===== src/verilog/lcc_trans_pkg.sv =====
// --------------------------------------
// Lifecycle translator shared types
// Lifecycle, class, token and security-state encodings
// --------------------------------------
package lcc_trans_pkg;

  // Default width of the unlock level and of the SoC masks
  parameter int UnlockLevelWidthDefault = 64;

  // Multi-bit enable token from the lifecycle controller
  typedef logic [3:0] lc_tx_t;

  // Only this exact pattern enables, anything else reads as off
  parameter lc_tx_t LcTxOn = 4'b0101;

  // ----------------------------------------
  // Lifecycle states
  // ----------------------------------------
  // Codes above SCRAP are unused and classify as invalid
  typedef enum logic [4:0] {
    RAW            = 5'd0,
    TEST_LOCKED0   = 5'd1,
    TEST_LOCKED1   = 5'd2,
    TEST_LOCKED2   = 5'd3,
    TEST_LOCKED3   = 5'd4,
    TEST_LOCKED4   = 5'd5,
    TEST_LOCKED5   = 5'd6,
    TEST_LOCKED6   = 5'd7,
    TEST_UNLOCKED0 = 5'd8,
    TEST_UNLOCKED1 = 5'd9,
    TEST_UNLOCKED2 = 5'd10,
    TEST_UNLOCKED3 = 5'd11,
    TEST_UNLOCKED4 = 5'd12,
    TEST_UNLOCKED5 = 5'd13,
    TEST_UNLOCKED6 = 5'd14,
    TEST_UNLOCKED7 = 5'd15,
    DEV            = 5'd16,
    PROD           = 5'd17,
    PROD_END       = 5'd18,
    RMA            = 5'd19,
    SCRAP          = 5'd20
  } lc_state_e;

  // Coarse class of the static state, one per translator branch
  typedef enum logic [2:0] {
    CLS_LOCKED   = 3'd0,
    CLS_UNLOCKED = 3'd1,
    CLS_DEV      = 3'd2,
    CLS_PROD     = 3'd3,
    CLS_RMA      = 3'd4,
    CLS_SCRAP    = 3'd5,
    CLS_INVALID  = 3'd6
  } lc_class_e;

  // Core device lifecycle reported with the debug-locked bit
  typedef enum logic [1:0] {
    DEV_UNPROVISIONED = 2'b00,
    DEV_MANUFACTURING = 2'b01,
    DEV_PRODUCTION    = 2'b11
  } device_lifecycle_e;

  // Translator FSM states
  typedef enum logic [2:0] {
    TR_RESET           = 3'd0,
    TR_IDLE            = 3'd1,
    TR_NON_DEBUG       = 3'd2,
    TR_UNPROV_DEBUG    = 3'd3,
    TR_MANUF_NON_DEBUG = 3'd4,
    TR_MANUF_DEBUG     = 3'd5,
    TR_PROD_NON_DEBUG  = 3'd6,
    TR_PROD_DEBUG      = 3'd7
  } trans_state_e;

endpackage


===== src/verilog/lc_state_capture.sv =====
// --------------------------------------
// Static lifecycle state capture
// Holds the fuse state, classifies it, flags scrap requests
// --------------------------------------
`timescale 1ns/1ps

module lc_state_capture (
  input  logic                     clk_i,
  input  logic                     rst_ni,
  // Fuse controller side
  input  logic                     otp_valid_i,
  input  lcc_trans_pkg::lc_state_e otp_state_i,
  // Live request from the lifecycle controller
  input  logic                     lc_prog_req_i,
  input  lcc_trans_pkg::lc_state_e lc_alive_state_i,
  // To the translator FSM
  output lcc_trans_pkg::lc_class_e static_class_o,
  output logic                     scrap_req_o
);

  lcc_trans_pkg::lc_state_e static_state_q;

  // Static state register
  // Follows the fuse word while valid, falls back to RAW otherwise
  always_ff @(posedge clk_i or negedge rst_ni) begin
    if (!rst_ni) begin
      static_state_q <= lcc_trans_pkg::RAW;
    end else if (otp_valid_i) begin
      static_state_q <= otp_state_i;
    end else begin
      static_state_q <= lcc_trans_pkg::RAW;
    end
  end

  // ----------------------------------------
  // Classification of the held state
  // ----------------------------------------
  always_comb begin
    case (static_state_q)
      lcc_trans_pkg::RAW,
      lcc_trans_pkg::TEST_LOCKED0, lcc_trans_pkg::TEST_LOCKED1,
      lcc_trans_pkg::TEST_LOCKED2, lcc_trans_pkg::TEST_LOCKED3,
      lcc_trans_pkg::TEST_LOCKED4, lcc_trans_pkg::TEST_LOCKED5,
      lcc_trans_pkg::TEST_LOCKED6: static_class_o = lcc_trans_pkg::CLS_LOCKED;
      lcc_trans_pkg::TEST_UNLOCKED0, lcc_trans_pkg::TEST_UNLOCKED1,
      lcc_trans_pkg::TEST_UNLOCKED2, lcc_trans_pkg::TEST_UNLOCKED3,
      lcc_trans_pkg::TEST_UNLOCKED4, lcc_trans_pkg::TEST_UNLOCKED5,
      lcc_trans_pkg::TEST_UNLOCKED6,
      lcc_trans_pkg::TEST_UNLOCKED7: static_class_o = lcc_trans_pkg::CLS_UNLOCKED;
      lcc_trans_pkg::DEV:            static_class_o = lcc_trans_pkg::CLS_DEV;
      // PROD_END behaves as PROD for the core
      lcc_trans_pkg::PROD,
      lcc_trans_pkg::PROD_END:       static_class_o = lcc_trans_pkg::CLS_PROD;
      lcc_trans_pkg::RMA:            static_class_o = lcc_trans_pkg::CLS_RMA;
      lcc_trans_pkg::SCRAP:          static_class_o = lcc_trans_pkg::CLS_SCRAP;
      // Unused codes
      default:                       static_class_o = lcc_trans_pkg::CLS_INVALID;
    endcase
  end

  // Scrap request is only valid while the controller sits in SCRAP
  assign scrap_req_o = lc_prog_req_i && (lc_alive_state_i == lcc_trans_pkg::SCRAP);

endmodule


===== src/verilog/sec_state_fsm.sv =====
// --------------------------------------
// Security state translator FSM
// Maps the static class and unlock events to lifecycle and lock
// --------------------------------------
`timescale 1ns/1ps

module sec_state_fsm (
  input  logic                             clk_i,
  input  logic                             rst_ni,
  input  logic                             otp_valid_i,
  // From state capture
  input  lcc_trans_pkg::lc_class_e         static_class_i,
  input  logic                             scrap_req_i,
  // SoC and core controls
  input  logic                             state_error_i,
  input  logic                             dbg_manuf_enable_i,
  input  logic                             prod_unlock_i,
  // Registered core security state
  output lcc_trans_pkg::device_lifecycle_e device_lifecycle_o,
  output logic                             debug_locked_o
);

  lcc_trans_pkg::trans_state_e      state_q;
  lcc_trans_pkg::trans_state_e      state_d;
  lcc_trans_pkg::device_lifecycle_e lifecycle_d;
  logic                             locked_d;
  logic                             escape;

  // Scrap or a reported state error forces the sticky non-debug path
  assign escape = scrap_req_i || state_error_i;

  // ----------------------------------------
  // Next state and output decode
  // ----------------------------------------
  always_comb begin
    // Production locked unless a branch says otherwise
    state_d     = state_q;
    lifecycle_d = lcc_trans_pkg::DEV_PRODUCTION;
    locked_d    = 1'b1;
    case (state_q)
      lcc_trans_pkg::TR_RESET: begin
        state_d = lcc_trans_pkg::TR_IDLE;
      end
      lcc_trans_pkg::TR_IDLE: begin
        if (escape) begin
          state_d = lcc_trans_pkg::TR_NON_DEBUG;
        end else begin
          case (static_class_i)
            lcc_trans_pkg::CLS_LOCKED,
            lcc_trans_pkg::CLS_SCRAP:    state_d = lcc_trans_pkg::TR_NON_DEBUG;
            lcc_trans_pkg::CLS_UNLOCKED: state_d = lcc_trans_pkg::TR_UNPROV_DEBUG;
            lcc_trans_pkg::CLS_DEV:      state_d = lcc_trans_pkg::TR_MANUF_NON_DEBUG;
            lcc_trans_pkg::CLS_PROD:     state_d = lcc_trans_pkg::TR_PROD_NON_DEBUG;
            lcc_trans_pkg::CLS_RMA:      state_d = lcc_trans_pkg::TR_PROD_DEBUG;
            // Invalid static state keeps waiting in idle
            default:                     state_d = lcc_trans_pkg::TR_IDLE;
          endcase
        end
      end
      // Sticky until valid drops
      lcc_trans_pkg::TR_NON_DEBUG: begin
        state_d = lcc_trans_pkg::TR_NON_DEBUG;
      end
      lcc_trans_pkg::TR_UNPROV_DEBUG: begin
        if (escape) begin
          state_d = lcc_trans_pkg::TR_NON_DEBUG;
        end else begin
          lifecycle_d = lcc_trans_pkg::DEV_UNPROVISIONED;
          locked_d    = 1'b0;
        end
      end
      lcc_trans_pkg::TR_MANUF_NON_DEBUG: begin
        if (escape) begin
          state_d = lcc_trans_pkg::TR_NON_DEBUG;
        end else begin
          // Still locked on the unlock edge, open one cycle later
          lifecycle_d = lcc_trans_pkg::DEV_MANUFACTURING;
          if (dbg_manuf_enable_i) begin
            state_d = lcc_trans_pkg::TR_MANUF_DEBUG;
          end
        end
      end
      lcc_trans_pkg::TR_MANUF_DEBUG: begin
        if (escape) begin
          state_d = lcc_trans_pkg::TR_NON_DEBUG;
        end else begin
          lifecycle_d = lcc_trans_pkg::DEV_MANUFACTURING;
          locked_d    = 1'b0;
        end
      end
      lcc_trans_pkg::TR_PROD_NON_DEBUG: begin
        if (escape) begin
          state_d = lcc_trans_pkg::TR_NON_DEBUG;
        end else if (prod_unlock_i) begin
          state_d = lcc_trans_pkg::TR_PROD_DEBUG;
        end
      end
      lcc_trans_pkg::TR_PROD_DEBUG: begin
        if (escape) begin
          state_d = lcc_trans_pkg::TR_NON_DEBUG;
        end else begin
          locked_d = 1'b0;
        end
      end
      default: begin
        state_d = lcc_trans_pkg::TR_RESET;
      end
    endcase
  end

  // ----------------------------------------
  // State and output registers
  // ----------------------------------------
  // Advance only on valid edges, otherwise restart from reset
  always_ff @(posedge clk_i or negedge rst_ni) begin
    if (!rst_ni) begin
      state_q            <= lcc_trans_pkg::TR_RESET;
      device_lifecycle_o <= lcc_trans_pkg::DEV_PRODUCTION;
      debug_locked_o     <= 1'b1;
    end else if (otp_valid_i) begin
      state_q            <= state_d;
      device_lifecycle_o <= lifecycle_d;
      debug_locked_o     <= locked_d;
    end else begin
      state_q            <= lcc_trans_pkg::TR_RESET;
      device_lifecycle_o <= lcc_trans_pkg::DEV_PRODUCTION;
      debug_locked_o     <= 1'b1;
    end
  end

endmodule


===== src/verilog/debug_en_gen.sv =====
// --------------------------------------
// SoC debug enable generation
// Unlock level mask matching and registered DFT and debug enables
// --------------------------------------
`timescale 1ns/1ps

module debug_en_gen #(
  parameter int UnlockWidth = 64
) (
  input  logic                     clk_i,
  input  logic                     rst_ni,
  input  logic                     otp_valid_i,
  // Enable tokens from the lifecycle controller
  input  lcc_trans_pkg::lc_tx_t    lc_dft_en_i,
  input  lcc_trans_pkg::lc_tx_t    lc_hw_debug_en_i,
  // Unlock level from the core and SoC masks
  input  logic [UnlockWidth-1:0]   unlock_level_i,
  input  logic [UnlockWidth-1:0]   dft_en_mask_i,
  input  logic [UnlockWidth-1:0]   dbg_unlock_mask_i,
  input  logic [UnlockWidth-1:0]   cltap_unlock_mask_i,
  input  logic                     scrap_req_i,
  // Production unlock match to the FSM
  output logic                     prod_unlock_o,
  // Registered SoC enables
  output logic                     soc_dft_en_o,
  output logic                     soc_hw_debug_en_o
);

  logic dft_mask_hit;
  logic hw_dbg_mask_hit;
  logic dft_en_d;
  logic hw_debug_en_d;

  // ----------------------------------------
  // Mask matching
  // ----------------------------------------
  // Any overlapping bit between level and mask counts as a match
  assign dft_mask_hit    = |(unlock_level_i & dft_en_mask_i);
  assign hw_dbg_mask_hit = |(unlock_level_i & cltap_unlock_mask_i);
  assign prod_unlock_o   = |(unlock_level_i & dbg_unlock_mask_i);

  // Token on or mask hit, blocked by a valid scrap request
  assign dft_en_d      = ((lc_dft_en_i == lcc_trans_pkg::LcTxOn) || dft_mask_hit)
                         && !scrap_req_i;
  assign hw_debug_en_d = ((lc_hw_debug_en_i == lcc_trans_pkg::LcTxOn) || hw_dbg_mask_hit)
                         && !scrap_req_i;

  // Enables drop at the first edge without valid fuse data
  always_ff @(posedge clk_i or negedge rst_ni) begin
    if (!rst_ni) begin
      soc_dft_en_o      <= 1'b0;
      soc_hw_debug_en_o <= 1'b0;
    end else if (otp_valid_i) begin
      soc_dft_en_o      <= dft_en_d;
      soc_hw_debug_en_o <= hw_debug_en_d;
    end else begin
      soc_dft_en_o      <= 1'b0;
      soc_hw_debug_en_o <= 1'b0;
    end
  end

endmodule


===== src/verilog/lcc_st_trans.sv =====
// --------------------------------------
// Lifecycle state translator top
// Core security state and SoC debug enables from lifecycle inputs
// --------------------------------------
`timescale 1ns/1ps

module lcc_st_trans #(
  parameter int UnlockWidth = lcc_trans_pkg::UnlockLevelWidthDefault
) (
  input  logic                             clk_i,
  input  logic                             rst_ni,
  // Fuse controller
  input  logic                             otp_valid_i,
  input  lcc_trans_pkg::lc_state_e         otp_state_i,
  // Lifecycle controller
  input  logic                             lc_prog_req_i,
  input  lcc_trans_pkg::lc_state_e         lc_alive_state_i,
  input  lcc_trans_pkg::lc_tx_t            lc_dft_en_i,
  input  lcc_trans_pkg::lc_tx_t            lc_hw_debug_en_i,
  // SoC error and core manufacturing unlock
  input  logic                             state_error_i,
  input  logic                             dbg_manuf_enable_i,
  // Unlock level and SoC masks
  input  logic [UnlockWidth-1:0]           unlock_level_i,
  input  logic [UnlockWidth-1:0]           dft_en_mask_i,
  input  logic [UnlockWidth-1:0]           dbg_unlock_mask_i,
  input  logic [UnlockWidth-1:0]           cltap_unlock_mask_i,
  // Core security state
  output lcc_trans_pkg::device_lifecycle_e device_lifecycle_o,
  output logic                             debug_locked_o,
  // SoC enables
  output logic                             soc_dft_en_o,
  output logic                             soc_hw_debug_en_o
);

  lcc_trans_pkg::lc_class_e static_class;
  logic                     scrap_req;
  logic                     prod_unlock;

  // Fuse state capture and scrap detection
  lc_state_capture lc_state_capture_i (
    .clk_i            (clk_i),
    .rst_ni           (rst_ni),
    .otp_valid_i      (otp_valid_i),
    .otp_state_i      (otp_state_i),
    .lc_prog_req_i    (lc_prog_req_i),
    .lc_alive_state_i (lc_alive_state_i),
    .static_class_o   (static_class),
    .scrap_req_o      (scrap_req)
  );

  // Translator FSM
  sec_state_fsm sec_state_fsm_i (
    .clk_i              (clk_i),
    .rst_ni             (rst_ni),
    .otp_valid_i        (otp_valid_i),
    .static_class_i     (static_class),
    .scrap_req_i        (scrap_req),
    .state_error_i      (state_error_i),
    .dbg_manuf_enable_i (dbg_manuf_enable_i),
    .prod_unlock_i      (prod_unlock),
    .device_lifecycle_o (device_lifecycle_o),
    .debug_locked_o     (debug_locked_o)
  );

  // Mask matching and SoC enables
  debug_en_gen #(
    .UnlockWidth (UnlockWidth)
  ) debug_en_gen_i (
    .clk_i               (clk_i),
    .rst_ni              (rst_ni),
    .otp_valid_i         (otp_valid_i),
    .lc_dft_en_i         (lc_dft_en_i),
    .lc_hw_debug_en_i    (lc_hw_debug_en_i),
    .unlock_level_i      (unlock_level_i),
    .dft_en_mask_i       (dft_en_mask_i),
    .dbg_unlock_mask_i   (dbg_unlock_mask_i),
    .cltap_unlock_mask_i (cltap_unlock_mask_i),
    .scrap_req_i         (scrap_req),
    .prod_unlock_o       (prod_unlock),
    .soc_dft_en_o        (soc_dft_en_o),
    .soc_hw_debug_en_o   (soc_hw_debug_en_o)
  );

endmodule


===== config.mk =====
export PLATFORM = sky130hd
export DESIGN_NAME = lcc_st_trans
export DESIGN_NICKNAME = d
export VERILOG_FILES = /design/src/verilog/lcc_trans_pkg.sv /design/src/verilog/lc_state_capture.sv /design/src/verilog/sec_state_fsm.sv /design/src/verilog/debug_en_gen.sv /design/src/verilog/lcc_st_trans.sv
export SDC_FILE = /design/constraint.sdc
export NUM_CORES = 1
export LEC_CHECK = 0
export BUFFER_PORTS_ARGS = -buffer_cell sky130_fd_sc_hd__buf_4
export CAP_MARGIN = 25
export CORE_AREA = 8 8 104 106
export CTS_CLUSTER_SIZE = 12
export DETAILED_ROUTE_END_ITERATION = 10
export DIE_AREA = 0 0 112 114
export SLEW_MARGIN = 0
export SYNTH_ARGS = -nofsm -noshare
export SYNTH_HDL_FRONTEND = slang
export SYNTH_HIERARCHICAL = 1
export SYNTH_SLANG_ARGS = --single-unit

===== constraint.sdc =====
create_clock -name clk_i -period 4.1 [get_ports clk_i]
set_input_delay 0.205 -clock clk_i [delete_from_list [all_inputs] [get_ports clk_i]]
set_output_delay 0.205 -clock clk_i [all_outputs]
set_load 0.005 [all_outputs]

After elaboration in Yosys (flattened, before gate mapping)

Memories as Yosys holds them, arrays and structs flattened.
Cells that the tools add are included.
Widths: inputs -> output; s select.

Output and inout bits: 5
Memories kept: 1
Memory bits (writable): 0
Bits of input ports: 280
Logic and storage cells: 63
Bits in latches: 0
Bits in read-only memories: 96
Flip-flop bits (word level): 13

Memories:

| name            | depth | bits a word | read ports | clocked after memory_dff | wr ports | line                   | text |
|---|---|---|---|---|---|---|---|
| (no name shown) | 32    | 3           | 1          | 0                        | 0        | lc_state_capture.sv:39 | `case (static_state_q)` |

Equal/unequal tests: 18
Divide/modulo/power cells: 0
Multipliers: 0
Order comparisons: 0
Multiplexer cells: 19
$add $sub $neg: 0
Bitwise gates (word level): 3
Reduce and logical (&&, ||, !) cells: 16
Shifts and indexed selects: 0

Operators by type and width:

| kind               | number |
|---|---|
| $and 64x64->64     | 3 |
| $reduce_or 64->1   | 3 |
| $mux 3             | 7 |
| $eq 3x3->1 const B | 6 |
| $pmux 3 s6         | 1 |
| $pmux 3 s5         | 1 |
| $eq 3x2->1 const B | 4 |
| $eq 4x3->1 const B | 2 |
| $eq 3x1->1 const B | 2 |
| $logic_not 3->1    | 2 |
| $mux 2             | 3 |
| $eq 5x5->1 const B | 1 |
| $mux 1             | 5 |
| $mux 5             | 1 |
| $ne 4x2->1 const B | 1 |
| $ne 4x3->1 const B | 1 |
| $pmux 2 s2         | 1 |
| $reduce_or 2->1    | 2 |
| $logic_and 1x1->1  | 3 |
| $logic_or 1x1->1   | 3 |
| $ne 3x2->1 const B | 1 |
| $reduce_and 3->1   | 1 |
| $reduce_or 3->1    | 1 |
| $logic_not 1->1    | 1 |

Longest topological paths before layout

An unclocked memory read counts as a cell.

Depth after elaboration: 7
Depth in mapped cells: 8
Gate-level depth less buffers: 8

Hierarchy

Netlist, hierarchy kept.

By module, submodules not included:

| module           | area each (um^2) | cells each | instances |
|---|---|---|---|
| debug_en_gen     | 1094.8           | 124        | 1 |
| sec_state_fsm    | 344.1            | 35         | 1 |
| lc_state_capture | 270.3            | 24         | 1 |

Worst setup path after synthesis

No wires, ideal clock.

Kind: input port to flip-flop
Start point: input port unlock_level_i[20]
End point: register sec_state_fsm_i.state_q[0]
Required time: 3963 ps
Path buffers: 0
Library setup time: 137 ps
Setup slack: 2566 ps
Stages on the path: 6
Data arrival time: 1397 ps
Cell sequence: a22o_2 -> a221oi_2 -> nand4_1 -> or4_1 -> mux2i_1 -> a211oi_1

Longest elaborated chain between the ends: 4

Ends and longest elaborated chain:

| element                    | line                 | text |
|---|---|---|
| from (decl)                | lcc_st_trans.sv:24   | `input logic [UnlockWidth-1:0] unlock_level_i,` |
| $and 64x64->64             | debug_en_gen.sv:40   | `assign prod_unlock_o = \|(unlock_level_i & dbg_unlock_mask_i);` |
| $reduce_or 64->1           | debug_en_gen.sv:40   |  |
| net prod_unlock            | lcc_st_trans.sv:38   | `logic prod_unlock;` |
| $ne 4x2->1 (no line)       | --                   |  |
| $reduce_and 3->1 (no line) | --                   |  |
| to (signal assigned)       | sec_state_fsm.sv:117 | `state_q <= lcc_trans_pkg::TR_RESET;` |
| to (signal assigned)       | sec_state_fsm.sv:121 | `state_q <= state_d;` |
| to (signal assigned)       | sec_state_fsm.sv:125 | `state_q <= lcc_trans_pkg::TR_RESET;` |
| to (decl)                  | sec_state_fsm.sv:23  | `lcc_trans_pkg::trans_state_e state_q;` |

The timed path passes the listed nets, and every way through them passes these cells.
A chain may end at the register's enable or synchronous reset.

Worst setup path in the final report

Start point: input port unlock_level_i[12]
End point: register sec_state_fsm_i.state_q[0]

Same word-level chain as after synthesis.

==> qor.csv <==
stage,metric,value,unit
synthesis,cells after synthesis,183,
synthesis,ys async rst share,100,%
placement,Placed Area,3970,sq um
run,max-cap viol count,0,
routing,DRC,0,
floorplan,Starting Density,18.8,%
routing,WL per Instance,27.8,um
finish,"Cell Count, Final, Fillers Out",583,
synthesis,post-synthesis register bit count,13,
finish,ratio of cells with drive above 1 in the final layout,64.5,%
floorplan,Die Wd,112,um
synthesis,post-synth cell types,39,
synthesis,most frequent cells after synthesis,"a22o_1 (36), a221oi_1 (30), a22oi_1 (20), dfrtp_1 (10), a221oi_2 (8)",
finish,"Non-Filler Cell Area, Final",4030,sq um
grt,GRT Util Overall,24.2,%
sta,Worst Skew,3.63,ps
placement,placed cells,576,
synthesis,Yosys top cell by area,a22o_1,
finish,Fill cells,904,
grt,first-pass GRT wire length,22.7,mm
routing,Final Routed Wirelength,16.2,mm
pwr,Pleak,2.00,nW
synthesis,"EDFF count, synth",0,
floorplan,die height,114,um
finish,Area growth syn-to-layout,136,%
placement,Final Wtd Congestion,0.888,
routing,first-iteration detailed-routing DRC count,171,
clock_network,CTS resizes,0,
synthesis,"Primary FF master, synth",dfrtp_1,
clock_network,CTS Buffer Depth,2,
clock_network,htree depth,1,
pwr,worst vdd ir,0.0582,mV
synthesis,Area contributors post-synth,"a22o_1 (18%), a221oi_1 (15%), dfrtp_1 (15%)",
routing,vias,3054,
grt,global route overflow,0,
grt,largest net degree at the start of global routing,14,
grt,initial antenna violation count,0,
placement,dpl ws,2070,ps
hold_path,Hold Path Class,in -> reg,
sta,pins over their slew limit,0,
sta,TNS Setup,0,ps
sta,Slew headroom,51.2,%
synthesis,top-count cell post-synth,a22o_1,
setup_path,crit end category,register,
sta,Fmax,0.575,GHz
clock_network,TritonCTS clock tree,yes,
synthesis,share of the synthesized area in the top cell type,18.4,%
sta,Final Worst Setup Slack,2360,ps
setup_path,CP top delay family,compound AO/OA/AOI/OAI gates,
sta,Final Hold Fails,0,
sta,Tightest Pin Transition,726,ps
synthesis,syn avg cell area,9.34,sq um
placement,DP HPWL,15.2,mm
setup_path,crit-path max cell delay,500,ps
status,status,completed,
synthesis,Netlist Area Pre-Place,1710,sq um
setup_path,Setup crit start kind,input pin,
finish,final net count,754,
sta,min cycle time layout,1740,ps
clock_network,Clock Sink Count,13,
floorplan,Core Footprint,9110,sq um
floorplan,number of top-level pins,285,
clock_network,"CTS clk-pin slew, worst paths",50,ps
setup_path,Setup CP Type,in -> reg,
setup_path,CP max stage cell,or4_1,
setup_path,CP Buf/Inv Count,1,
clock_network,Root Driver,clkbuf_8,
setup_path,CP arrival,1850,ps
grt,vias in the first global route,3518,
setup_path,Crit path required time,4210,ps
sta,RSZ-0062 raised after global routing,false,
sta,Hold Slack,173,ps
routing,vias per cell,5.24,
pwr,Cell Pwr Density,157,nW/um^2
placement,IO Port Bufs,284,
floorplan,# rows,35,
setup_path,"Cell Chain, Critical Path","buf_4, a22o_1, a221oi_1, nand4_1, or4_1, mux2i_1, a211oi_1",
floorplan,die area,12800,sq um
sta,Setup-failing EPs final,0,
clock_network,Clock Latency Late Sink,240,ps
synthesis,sequential fraction of the synthesis area,19.3,%
setup_path,worst-path maximum fanout,3,
sta,period utilisation layout,42.4,%
clock_network,post-CTS setup buffer count,0,
routing,drt pass-1 iters,4,
synthesis,YS warnings,6,
synthesis,Syn Nets,466,
clock_network,cts bufs inserted,3,
routing,Antenna Nets Post-Route,0,
[power by group]
part | internal (mW) | switching [mW] | total, mW
clock | 0.0686 | 0.0447 | 0.113
sequential | 0.137 | 0.0119 | 0.148
combinational | 0.238 | 0.135 | 0.373
total | 0.443 | 0.192 | 0.635
[per-stage QoR]
step | utilization (%) | power (mW)
after floorplan | - | 0.241
after global placement | 43.6 | 0.518
after detailed placement | 43.6 | 0.522
after CTS | 44.2 | 0.642
after global routing | 44.2 | 0.673
final | 44.2 | 0.635
[layer usage]
layer	routed length, um	share of wire [%]	up-vias	GRT usage (%)
met5	0	0	-	0
met4	437	2.7	0	7.64
met3	1400	8.6	23	7.08
met2	8360	51	157	44.3
met1	6030	37	1444	26.2
li1	-	-	1430	-
[final timing paths]
| kind | startpoint | to | slack [ps] | cells after the start |
|---|---|---|---|---|
| max in group asynchronous | rst_ni | sec_state_fsm_i/debug_locked_o | 3520 | 2 |
| worst min-delay path | otp_state_i[4] | lc_state_capture_i/static_state_q[4] | 170 | 2 |
| worst min register to register | sec_state_fsm_i/state_q[1] | sec_state_fsm_i/state_q[1] | 670 | 2 |
| min in group asynchronous | rst_ni | lc_state_capture_i/static_state_q[4] | 340 | 2 |
| worst max register to register | lc_state_capture_i/static_state_q[0] | sec_state_fsm_i/state_q[0] | 2460 | 8 |
| worst max-delay path | unlock_level_i[12] | sec_state_fsm_i/state_q[0] | 2360 | 7 |
[placed cells by master (no fill, tap or decap), types with 3 or more instances in the layout]
cell and instances:
mux2i_1 4, a22o_1 36, dfstp_2 3, nor4_1 3
and4_1 4, clkbuf_8 3, nor3_1 3, dfrtp_1 10
and2_1 5, nand2b_1 5, nand4_1 6, a221oi_1 30
a221oi_2 8, nand2_1 6, buf_4 284, inv_1 4
ha_1 3, a22oi_1 20
[layout make-up]
class	instances	area (sq um)	share of cell area (%)
antenna	2	5.00	0.124
clock buffer	4	45.0	1.12
inverter	4	15.0	0.373
multi-input combinational	164	1360	33.6
sequential	13	329	8.17
tap	111	139	3.45
timing repair buffer	285	2140	53.2
[flip-flops by register name (all words and copies together) (netlist names)]
register and cells:
sec_state_fsm_i/state_q 3, debug_en_gen_i/soc_hw_debug_en_o 1, lc_state_capture_i/static_state_q 5, debug_en_gen_i/soc_dft_en_o 1, sec_state_fsm_i/debug_locked_o 1, sec_state_fsm_i/device_lifecycle_o 2
[cells by family after synthesis]
family | count (synthesis) | share of synthesized area (%)
compound gates | 111 | 57.7
fa+ha+maj | 3 | 2.20
flops | 13 | 19.3
xor+xnor | 1 | 0.513
buf+inv | 6 | 1.46
mux | 4 | 2.34
simple gates | 45 | 16.5
[timing repair]
item / 4_1_cts / 5_1_grt
hold endpoints to repair: 10 / 0
endpoints found under the setup margin: 0 / 0
hold buffers: 1 / 0
Power figures use the tool's default switching activity.
